$ cat config.mk
export PLATFORM = sky130hd
export DESIGN_NAME = usb_stream_top
export DESIGN_NICKNAME = d
export VERILOG_FILES = /design/src/usb_stream_pkg.sv /design/src/ft_tx_fsm.sv /design/src/pattern_counter.sv /design/src/tx_fifo.sv /design/src/usb_stream_top.sv /design/src/wb_stream_regs.sv
export SDC_FILE = /design/constraint.sdc
export NUM_CORES = 1
export LEC_CHECK = 0
export BUFFER_PORTS_ARGS = -buffer_cell sky130_fd_sc_hd__buf_2
export CORE_MARGIN = 8
export CORE_UTILIZATION = 35
export CTS_BUF_LIST = sky130_fd_sc_hd__clkbuf_4 sky130_fd_sc_hd__clkbuf_8 sky130_fd_sc_hd__clkbuf_16
export DETAILED_ROUTE_END_ITERATION = 8
export GPL_TIMING_DRIVEN = 0
export HOLD_SLACK_MARGIN = 0.03
export MAX_ROUTING_LAYER = met4
export PLACE_DENSITY_LB_ADDON = 0.2
export SLEW_MARGIN = 20
export SYNTH_ARGS = -nofsm -noshare
export SYNTH_HDL_FRONTEND = slang
export SYNTH_SLANG_ARGS = --single-unit
$ cat constraint.sdc
create_clock -name ft_clkout_i -period 8.6 [get_ports ft_clkout_i]
set_input_delay 1.29 -clock ft_clkout_i [delete_from_list [all_inputs] [get_ports ft_clkout_i]]
set_output_delay 1.29 -clock ft_clkout_i [all_outputs]
set_load 0.01 [all_outputs]
$ cat src/usb_stream_pkg.sv
`default_nettype none

package usb_stream_pkg;

   // USB byte and FIFO entry width
   localparam int DATA_W = 8;

   // Burst length and remaining count width
   localparam int LEN_W = 16;

   // Transmit FIFO geometry
   localparam int FIFO_DEPTH = 16;
   localparam int FIFO_AW = 4;

   // Wishbone data width
   localparam int WB_DW = 32;

   // Word addresses of the register map
   typedef enum logic [1:0] {
      REG_CTRL   = 2'd0,
      REG_START  = 2'd1,
      REG_LEN    = 2'd2,
      REG_STATUS = 2'd3
   } wb_addr_e;

   // FT2232H writer states
   typedef enum logic [1:0] {
      TX_IDLE   = 2'd0,
      TX_STREAM = 2'd1,
      TX_FLUSH  = 2'd2
   } tx_state_e;

endpackage

`default_nettype wire

$ cat src/ft_tx_fsm.sv
`default_nettype none
`timescale 1ns/10ps

module ft_tx_fsm (
   input  wire   ft_clkout_i,
   input  wire   rst_n,
   input  wire   empty_i,
   input  wire   active_i,
   input  wire   flush_en_i,
   input  wire   ft_txe_n_i,
   input  wire   ft_suspend_n_i,
   output logic  pop_o,
   output logic  ft_wr_n_o,
   output logic  ft_siwua_n_o,
   output logic  busy_o
);

   usb_stream_pkg::tx_state_e state_q;
   usb_stream_pkg::tx_state_e state_d;
   logic                      suspend_n_q;

   // Single register stage on the suspend pin
   always_ff @(posedge ft_clkout_i) begin
      if (!rst_n) begin
         suspend_n_q <= 1'b0;
      end else begin
         suspend_n_q <= ft_suspend_n_i;
      end
   end

   always_comb begin
      state_d = state_q;
      case (state_q)
         usb_stream_pkg::TX_IDLE: begin
            if (active_i || !empty_i) begin
               state_d = usb_stream_pkg::TX_STREAM;
            end
         end
         usb_stream_pkg::TX_STREAM: begin
            // Burst done once the source is idle and the FIFO drained
            if (!active_i && empty_i) begin
               if (flush_en_i) begin
                  state_d = usb_stream_pkg::TX_FLUSH;
               end else begin
                  state_d = usb_stream_pkg::TX_IDLE;
               end
            end
         end
         default: begin
            state_d = usb_stream_pkg::TX_IDLE;
         end
      endcase
   end

   always_ff @(posedge ft_clkout_i) begin
      if (!rst_n) begin
         state_q <= usb_stream_pkg::TX_IDLE;
      end else begin
         state_q <= state_d;
      end
   end

   // Strobe is gated by registered terms only and never by txe
   assign ft_wr_n_o = !((state_q == usb_stream_pkg::TX_STREAM) && !empty_i && suspend_n_q);

   // A byte leaves the FIFO exactly on an accepted edge
   assign pop_o = !ft_wr_n_o && !ft_txe_n_i;

   // Send immediate lasts the one cycle spent in TX_FLUSH
   assign ft_siwua_n_o = (state_q != usb_stream_pkg::TX_FLUSH);

   assign busy_o = !empty_i || (state_q != usb_stream_pkg::TX_IDLE);

   // Send immediate only once the whole burst has left the FIFO
   siwua_after_drain: assert property (
      @(posedge ft_clkout_i) disable iff (!rst_n)
      !ft_siwua_n_o |-> (empty_i && !active_i)
   );

endmodule

`default_nettype wire

$ cat src/pattern_counter.sv
`default_nettype none
`timescale 1ns/10ps

module pattern_counter (
   input  wire                                ft_clkout_i,
   input  wire                                rst_n,
   input  wire                                start_i,
   input  wire [usb_stream_pkg::DATA_W-1:0]   start_val_i,
   input  wire [usb_stream_pkg::LEN_W-1:0]    len_i,
   input  wire                                full_i,
   output logic                               push_o,
   output logic [usb_stream_pkg::DATA_W-1:0]  push_data_o,
   output logic                               active_o
);

   logic [usb_stream_pkg::DATA_W-1:0] value_q;
   logic [usb_stream_pkg::LEN_W-1:0]  remain_q;

   assign active_o    = (remain_q != '0);
   // One byte per cycle whenever the FIFO has room
   assign push_o      = active_o && !full_i;
   assign push_data_o = value_q;

   // Bytes left in the current burst
   always_ff @(posedge ft_clkout_i) begin
      if (!rst_n) begin
         remain_q <= '0;
      end else if (start_i) begin
         remain_q <= len_i;
      end else if (push_o) begin
         remain_q <= remain_q - 1'b1;
      end
   end

   // Next pattern byte wraps naturally at 8 bits
   always_ff @(posedge ft_clkout_i) begin
      if (start_i) begin
         value_q <= start_val_i;
      end else if (push_o) begin
         value_q <= value_q + 1'b1;
      end
   end

   // A new burst never lands on one still running
   start_only_when_idle: assert property (
      @(posedge ft_clkout_i) disable iff (!rst_n)
      start_i |-> !active_o
   );

endmodule

`default_nettype wire

$ cat src/tx_fifo.sv
`default_nettype none
`timescale 1ns/10ps

module tx_fifo (
   input  wire                                ft_clkout_i,
   input  wire                                rst_n,
   input  wire                                push_i,
   input  wire [usb_stream_pkg::DATA_W-1:0]   push_data_i,
   input  wire                                pop_i,
   output logic [usb_stream_pkg::DATA_W-1:0]  head_o,
   output logic                               empty_o,
   output logic                               full_o
);

   logic [usb_stream_pkg::DATA_W-1:0]  mem [usb_stream_pkg::FIFO_DEPTH];
   logic [usb_stream_pkg::FIFO_AW-1:0] wr_ptr_q;
   logic [usb_stream_pkg::FIFO_AW-1:0] rd_ptr_q;
   logic [usb_stream_pkg::FIFO_AW:0]   count_q;

   assign empty_o = (count_q == '0);
   assign full_o  = (count_q == usb_stream_pkg::FIFO_DEPTH);

   // First word fall through, head is the oldest entry
   assign head_o = mem[rd_ptr_q];

   always_ff @(posedge ft_clkout_i) begin
      if (push_i) begin
         mem[wr_ptr_q] <= push_data_i;
      end
   end

   // Pointers wrap at the power-of-two depth
   always_ff @(posedge ft_clkout_i) begin
      if (!rst_n) begin
         wr_ptr_q <= '0;
         rd_ptr_q <= '0;
      end else begin
         if (push_i) begin
            wr_ptr_q <= wr_ptr_q + 1'b1;
         end
         if (pop_i) begin
            rd_ptr_q <= rd_ptr_q + 1'b1;
         end
      end
   end

   // Occupancy, unchanged on simultaneous push and pop
   always_ff @(posedge ft_clkout_i) begin
      if (!rst_n) begin
         count_q <= '0;
      end else begin
         case ({push_i, pop_i})
            2'b10: begin
               count_q <= count_q + 1'b1;
            end
            2'b01: begin
               count_q <= count_q - 1'b1;
            end
            default: begin
               count_q <= count_q;
            end
         endcase
      end
   end

   no_pop_when_empty: assert property (
      @(posedge ft_clkout_i) disable iff (!rst_n)
      pop_i |-> !empty_o
   );

   no_push_when_full: assert property (
      @(posedge ft_clkout_i) disable iff (!rst_n)
      push_i |-> !full_o
   );

endmodule

`default_nettype wire

$ cat src/usb_stream_top.sv
`default_nettype none
`timescale 1ns/10ps

module usb_stream_top (
   input  wire                                ft_clkout_i,
   input  wire                                rst_n,
   // Wishbone classic slave
   input  wire                                wb_cyc_i,
   input  wire                                wb_stb_i,
   input  wire                                wb_we_i,
   input  wire [1:0]                          wb_adr_i,
   input  wire [usb_stream_pkg::WB_DW-1:0]    wb_dat_i,
   output wire [usb_stream_pkg::WB_DW-1:0]    wb_dat_o,
   output wire                                wb_ack_o,
   // FT2232H write side, sync 245 FIFO mode
   output wire [usb_stream_pkg::DATA_W-1:0]   ft_data_o,
   output wire                                ft_wr_n_o,
   output wire                                ft_siwua_n_o,
   input  wire                                ft_txe_n_i,
   input  wire                                ft_suspend_n_i
);

   wire                                start;
   wire [usb_stream_pkg::DATA_W-1:0]   start_val;
   wire [usb_stream_pkg::LEN_W-1:0]    len;
   wire                                flush_en;
   wire                                busy;
   wire                                push;
   wire [usb_stream_pkg::DATA_W-1:0]   push_data;
   wire                                active;
   wire                                pop;
   wire                                empty;
   wire                                full;
   wire                                fsm_busy;

   // Busy until the source is done and the writer is back in idle
   assign busy = active | fsm_busy;

   wb_stream_regs u_regs (
      .ft_clkout_i (ft_clkout_i),
      .rst_n       (rst_n),
      .wb_cyc_i    (wb_cyc_i),
      .wb_stb_i    (wb_stb_i),
      .wb_we_i     (wb_we_i),
      .wb_adr_i    (wb_adr_i),
      .wb_dat_i    (wb_dat_i),
      .wb_dat_o    (wb_dat_o),
      .wb_ack_o    (wb_ack_o),
      .busy_i      (busy),
      .start_o     (start),
      .start_val_o (start_val),
      .len_o       (len),
      .flush_en_o  (flush_en)
   );

   pattern_counter u_counter (
      .ft_clkout_i (ft_clkout_i),
      .rst_n       (rst_n),
      .start_i     (start),
      .start_val_i (start_val),
      .len_i       (len),
      .full_i      (full),
      .push_o      (push),
      .push_data_o (push_data),
      .active_o    (active)
   );

   // Head of the FIFO drives the USB data pins directly
   tx_fifo u_fifo (
      .ft_clkout_i (ft_clkout_i),
      .rst_n       (rst_n),
      .push_i      (push),
      .push_data_i (push_data),
      .pop_i       (pop),
      .head_o      (ft_data_o),
      .empty_o     (empty),
      .full_o      (full)
   );

   ft_tx_fsm u_fsm (
      .ft_clkout_i    (ft_clkout_i),
      .rst_n          (rst_n),
      .empty_i        (empty),
      .active_i       (active),
      .flush_en_i     (flush_en),
      .ft_txe_n_i     (ft_txe_n_i),
      .ft_suspend_n_i (ft_suspend_n_i),
      .pop_o          (pop),
      .ft_wr_n_o      (ft_wr_n_o),
      .ft_siwua_n_o   (ft_siwua_n_o),
      .busy_o         (fsm_busy)
   );

endmodule

`default_nettype wire

$ cat src/wb_stream_regs.sv
`default_nettype none
`timescale 1ns/10ps

module wb_stream_regs (
   input  wire                                   ft_clkout_i,
   input  wire                                   rst_n,
   input  wire                                   wb_cyc_i,
   input  wire                                   wb_stb_i,
   input  wire                                   wb_we_i,
   input  wire [1:0]                             wb_adr_i,
   input  wire [usb_stream_pkg::WB_DW-1:0]       wb_dat_i,
   output logic [usb_stream_pkg::WB_DW-1:0]      wb_dat_o,
   output logic                                  wb_ack_o,
   input  wire                                   busy_i,
   output logic                                  start_o,
   output logic [usb_stream_pkg::DATA_W-1:0]     start_val_o,
   output logic [usb_stream_pkg::LEN_W-1:0]      len_o,
   output logic                                  flush_en_o
);

   usb_stream_pkg::wb_addr_e addr;
   logic                     req;
   logic                     wr_req;

   assign addr   = usb_stream_pkg::wb_addr_e'(wb_adr_i);
   // A new transfer needs ack low so the tail of the previous one is ignored
   assign req    = wb_cyc_i && wb_stb_i && !wb_ack_o;
   assign wr_req = req && wb_we_i;

   // Ack and start pulse both land on the edge that accepts the request
   always_ff @(posedge ft_clkout_i) begin
      if (!rst_n) begin
         wb_ack_o <= 1'b0;
         start_o  <= 1'b0;
      end else begin
         wb_ack_o <= req;
         start_o  <= wr_req && (addr == usb_stream_pkg::REG_CTRL) &&
                     wb_dat_i[0] && !busy_i;
      end
   end

   // Writable registers
   always_ff @(posedge ft_clkout_i) begin
      if (!rst_n) begin
         start_val_o <= '0;
         len_o       <= '0;
         flush_en_o  <= 1'b0;
      end else if (wr_req) begin
         case (addr)
            usb_stream_pkg::REG_CTRL: begin
               flush_en_o <= wb_dat_i[1];
            end
            usb_stream_pkg::REG_START: begin
               start_val_o <= wb_dat_i[usb_stream_pkg::DATA_W-1:0];
            end
            usb_stream_pkg::REG_LEN: begin
               len_o <= wb_dat_i[usb_stream_pkg::LEN_W-1:0];
            end
            default: begin
               // STATUS is read-only
            end
         endcase
      end
   end

   // Read data is captured with the ack and held for its one cycle
   always_ff @(posedge ft_clkout_i) begin
      if (req && !wb_we_i) begin
         wb_dat_o <= '0;
         case (addr)
            usb_stream_pkg::REG_CTRL: begin
               // Start bit is a pulse and reads back as zero
               wb_dat_o[1] <= flush_en_o;
            end
            usb_stream_pkg::REG_START: begin
               wb_dat_o[usb_stream_pkg::DATA_W-1:0] <= start_val_o;
            end
            usb_stream_pkg::REG_LEN: begin
               wb_dat_o[usb_stream_pkg::LEN_W-1:0] <= len_o;
            end
            default: begin
               wb_dat_o[0] <= busy_i;
            end
         endcase
      end
   end

   // Start reaches the counter only while the whole path is idle
   start_pulse_while_idle: assert property (
      @(posedge ft_clkout_i) disable iff (!rst_n)
      start_o |-> !busy_i
   );

endmodule

`default_nettype wire
# ---- After elaboration in Yosys (flattened, before gate mapping)
# Memories as Yosys holds them, arrays and structs flattened. A register that Yosys moved wholly into a read port is not among the register bits.
# Cells that the tools add are included.
dict set report totals {
  ff_bits 83
  latch_bits 0
  ram_bits 128
  rom_bits 0
  in_bits 41
  out_inout_bits 43
  word_cells 80
  mem_count 1
}
dict set report op_classes {
  add_sub_neg 6
  multipliers 0
  div 0
  order_cmp 0
  n_eq_ne 9
  shift 0
  n_mux 16
  n_bitwise 1
  n_reduce_logical 33
}
# name words word_bits rd rd_clocked_by_memory_dff write_ports line_no
set memory_table {}
lappend memory_table {u_fifo.mem 16 8 1 1 1 tx_fifo.sv:15} ;# logic [usb_stream_pkg::DATA_W-1:0] mem [usb_stream_pkg::FIFO_DEPTH];
# operator n
set op_table {}
lappend op_table {{two-way mux 16 bit} 2}
lappend op_table {{two-way mux 8 bit} 2}
lappend op_table {{nonzero test 16 bit} 1}
lappend op_table {{subtractor 16 x 1 -> 16 bit, second input constant} 1}
lappend op_table {{logical AND 1 bit} 12}
lappend op_table {{one-hot mux 6 bit (2 select lines)} 1}
lappend op_table {{one-hot mux 5 bit (2 select lines)} 1}
lappend op_table {{adder 4 x 1 -> 4 bit, second input constant} 2}
lappend op_table {{adder 8 x 1 -> 8 bit, second input constant} 1}
lappend op_table {{zero test 1 bit} 8}
lappend op_table {{two-way mux 4 bit} 2}
lappend op_table {{AND reduction 2 bit} 4}
lappend op_table {{equality test 2 x 1 -> 1 bit, second input constant} 3}
lappend op_table {{two-way mux 2 bit} 3}
lappend op_table {{one-hot mux 1 bit (3 select lines)} 2}
lappend op_table {{nonzero test 2 bit} 3}
lappend op_table {{adder 5 x 1 -> 5 bit, second input constant} 1}
lappend op_table {{equality test 5 bit, second input constant} 1}
lappend op_table {{zero test 5 bit} 1}
lappend op_table {{subtractor 5 x 1 -> 5 bit, second input constant} 1}
lappend op_table {{equality test 2 bit, second input constant} 2}
lappend op_table {{zero test 2 bit} 2}
lappend op_table {{inequality test 2 x 1 -> 1 bit, second input constant} 2}
lappend op_table {{one-hot mux 2 bit (2 select lines)} 1}
lappend op_table {{other kinds (4)} 6}

# ---- Longest topological paths before layout
dict set report logic_depth {
  ltp_word 7
  mapped_depth 15
  ltp_nobuf 14
}

# ---- Hierarchy
# Synthesis repeated with hierarchy kept, for this count alone.
dict set report unflattened {
  cells_unflattened 659
  hier_area_um2 9317.7
}
# module instances cells_each area_each_um2 seq_area_each_um2
set by_module_without_submodules {}
lappend by_module_without_submodules {tx_fifo 1 312 5874.4 4184.0}
lappend by_module_without_submodules {wb_stream_regs 1 174 1866.8 1021.0}
lappend by_module_without_submodules {pattern_counter 1 159 1438.9 560.5}
lappend by_module_without_submodules {ft_tx_fsm 1 13 131.4 60.1}
lappend by_module_without_submodules {usb_stream_top 1 1 6.3 0.0}

# ---- Least setup slack after synthesis
# Ideal clock, no wire load.
dict set report synth_timing {
  kind {input to register}
  start {input ft_txe_n_i}
  end {register u_fifo.count_q[4] (netlist name)}
  arrival_time_ns 3.563
  path_slack_ns 4.906
  cell_stages 12
  path_buffers 2
  cell_sequence {and4bb_2 > and2_1 > clkbuf_1 > ha_1 > clkbuf_1 > xor2_1 > ha_1 > nand2b_1 > mux2i_1 > or3_1 > a41oi_1 > o211ai_1}
}
dict set report synth_via {
  elab_chain_len 4
  elab_cells_between_ends 6
  classes_between {2 x eq/ne; 1 x mux; 3 x reduce/logical}
}
# element line_no
set synth_rtl {}
lappend synth_rtl {{start: declaration} usb_stream_top.sv:19} ;# input wire ft_txe_n_i,
lappend synth_rtl {{zero test 1 bit (*)} ft_tx_fsm.sv:67} ;# assign pop_o = !ft_wr_n_o && !ft_txe_n_i;
lappend synth_rtl {{logical AND 1 bit (*)} ft_tx_fsm.sv:67}
lappend synth_rtl {{named net pop} usb_stream_top.sv:31} ;# wire pop;
lappend synth_rtl {{equality test 2 x 1 -> 1 bit or equality test 2 bit (tied branches)} tx_fifo.sv:52} ;# case ({push_i, pop_i})
lappend synth_rtl {{one-hot mux 5 bit (2 select lines) or nonzero test 2 bit (tied branches)} --}
lappend synth_rtl {{end signal: assignment} tx_fifo.sv:54} ;# count_q <= count_q + 1'b1;
lappend synth_rtl {{end signal: assignment} tx_fifo.sv:57} ;# count_q <= count_q - 1'b1;
lappend synth_rtl {{end signal: assignment} tx_fifo.sv:60} ;# count_q <= count_q;
lappend synth_rtl {{end: declaration} tx_fifo.sv:18} ;# logic [usb_stream_pkg::FIFO_AW:0] count_q;
# Mark *: on every way through the listed nets, which the timed path passes. The rest lies on a longest branch.
# A chain may end at the register's enable or synchronous reset.

==> metrics.cfg <==
[run_status]
status=finished, final reports clean

[min_path]
hp-class=reg2reg
holdPathStages=2
hold-path-endpoint=u_regs.start_val_o[4]
min_from=u_regs.start_val_o[4]

[pwr]
finalPower_uw=3090
power_density_nw_per_um2=289
power.leakage_uw=0.00369
ir_drop_uv=173

[timing]
relSlewSlack_pct=44.3
whs_ns=0.487
setup_slack_ns=4.48
final.setup_skew_ns=0.0184
finalCritPeriodShare_pct=47.9
fin_crit_ns=4.12
drv_slew=0
hold_violations=0
finalSetupTns_ns=0
tightest_slew_ns=0.833
fmax_mhz=243
finalSetupViolCount=0
rsz0062_at_grt=false

[clock_tree]
cts_setup_buffers=0
cts_root_buffer=clkbuf_16
clock_latency_ns=0.52
cts_hold_buf=0
cts_resized=0
cts_buffer_depth=3
path_clk_slew_ns=0.06
numCtsBuffers=24
clock_sinks=215
cts_tree=done
h-tree-depth=1

[worst_setup_path]
end_kind=output pin
regToRegSetupSlack_ns=5.24
critical_path_arrival_ns=2.83
path_max_fanout=10
cpMaxStageDelayCell=mux4_2
crit_family=multiplexers
reg2reg_to=u_fifo.count_q[4]
cp-start-kind=flop
crit_chain=clkbuf_1 > buf_2 > mux4_2 > mux4_2 > buf_2
reg2regPathDepth=15
worstPathRequired_ns=7.31
cp_num_buf_inv=3
criticalPathCategory=reg2out
reg2reg_from=u_counter.remain_q[0]
crit_path_max_incr_delay_ns=0.60

[synthesis]
muxShareOfSynthArea_pct=10.4
synth_cells=643
syn_avg_cell_area_sq_um=14.2
yosysTopAreaCell=edfxtp_1
ys_ff_latch=215
async_flop_share_pct=0
ys_warn_count=0
synth_cell_type_count=54
netlist_area_sq_um=9120
synth_compound_area_share_pct=6.02
synth_top_area_share_pct=50.1
synth-adder-area-share_pct=2.06
synth_xor_area_share_pct=2.79
yosysSeqAreaShare_pct=63.9
synth_top_family_by_area=simple AND/OR/NAND/NOR gates
yosys-top-cells-area=edfxtp_1 50%, dfxtp_1 14%, mux4_2 9.9%, nand2_1 2.8%, a21boi_0 2.2%
synthFlopType=edfxtp_1
synth_simple_gate_area_share_pct=11.5
synth_edf_count=152

[grt]
antenna_found_initial=0
grt_pass1_wl_mm=32.0
grt_max_degree=21
overflow=0
grt_usage_pct=13.4
grt_pass1_vias=5669

[detailed_routing]
wl_per_cell_microns=18.7
drc_errors=0
final_antenna_net_count=0
dr_total_vias=5401
firstDrtPassIters=5
via_per_inst=4.96
drt-initial-drc-count=440
wl_mm=20.3

[cells_and_area]
area_growth_pct=17.3
diodes=0
stdcell_area_sq_um=10700
nets=792
drive_above_1_share_pct=23.1

[floorplanning]
pin_count=84
start_util_pct=35.3
num_rows=59
die_height_microns=177
core-area_sq_um=25800
die_w_microns=177
dieArea_sq_um=31500

[place]
port_buffers=51
place_worst_setup_slack_ns=4.47
gp_congestion=0.838
dpl.hpwl_mm=14.2
placed_area_sq_um=9880

[job]
maxCapViolCount=0

Yosys cell counts, types with 2 or more instances:
cell and n:
nand3b_1 3, and3_1 3, nand3_1 21, nor3_1 9, a21oi_1 11, a21boi_0 27
xor2_1 13, mux4_2 40, nand4b_1 3, dfxtp_1 63, o211a_1 4, edfxtp_1 152
clkbuf_1 30, nor2b_1 9, nand2_1 67, o21ai_0 19, inv_1 7, buf_1 2
nor2_1 22, o211ai_1 2, mux2i_1 4, or3_1 4, buf_4 16, o21ba_2 3
nor4_4 2, and2_1 24, a22oi_1 6, nor4_1 5, xnor2_1 16, nand4_1 6
nand2b_1 9, buf_2 5, ha_1 15
tightest hold or removal path, stage by stage (launching register included):
cell,delay [ns]
dfxtp_1,0.32
nand2_1,0.05
a21boi_0,0.07
final cells by class:
class	count	area, sq um
buffer	53	265
clock buffer	34	701
clock inverter	10	110
fill	2396	15100
inverter	9	35.0
multi-input combinational	381	3070
sequential	215	5830
tap	335	419
timing repair buffer	52	263
per-layer routing:
| metal | part of all wire [%] | up-vias | track usage [%] |
|---|---|---|---|
| li1 | - | 2544 | - |
| met1 | 44 | 2718 | 16.5 |
| met2 | 51 | 110 | 22.9 |
| met3 | 3.4 | 29 | 1.94 |
| met4 | 1.9 | 0 | 3.30 |
| met5 | 0 | - | - |
state kept, by name, indices dropped and copies added (netlist names), named ones only:
register               cells
u_fifo.count_q             5
u_counter.push_data_o      8
u_regs.wb_ack_o            1
u_regs.start_val_o         8
u_fifo.wr_ptr_q            4
u_fifo.mem               128
u_regs.wb_dat_o           16
u_counter.remain_q        16
u_fsm.suspend_n_q          1
u_regs.start_o             1
u_regs.len_o              16
u_regs.flush_en_o          1
u_fsm.state_q              2
u_fifo.rd_ptr_q            4
placed cells by master (no fill, tap or decap), types with 22 or more instances in the layout:
cell type,n
a21boi_0,27
and2_1,24
buf_2,56
clkbuf_1,30
clkbuf_16,24
dfxtp_1,63
edfxtp_1,152
mux4_2,40
nand2_1,67
nor2_1,22
how the worst max path moves through the flow:
stage               start                 to  slack (ns)  depth (start not counted)
2_1_floorplan  ft_txe_n_i  u_fifo.count_q[4]        4.91                         12
6_report             flop       ft_data_o[0]        4.48                          5
3_5_place_dp   ft_txe_n_i  u_fifo.count_q[4]        4.47                         13
5_1_grt              flop       ft_data_o[0]        4.32                          5
3_3_place_gp   ft_txe_n_i  u_fifo.count_q[4]        4.55                         13
4_1_cts              flop       ft_data_o[0]        4.36                          5
where the power goes:
part	switching, uW	internal, uW
sequential	168	1360
clock	403	628
combinational	294	239
through the flow:
stage          instances  utilization [%]
3_3_place_gp        1044             38.1
2_1_floorplan        658                -
3_5_place_dp        1045             38.2
5_1_grt             1089             41.4
4_1_cts             1089             41.4
6_report            1089             41.4
logic make-up after synthesis:
kind of cell,Yosys count
compound gates,80
xor+xnor,29
fa+ha+maj,15
buf+inv,62
flops,215
mux,45
other cells,1
simple gates,196
(Power assumes the default switching activity.)
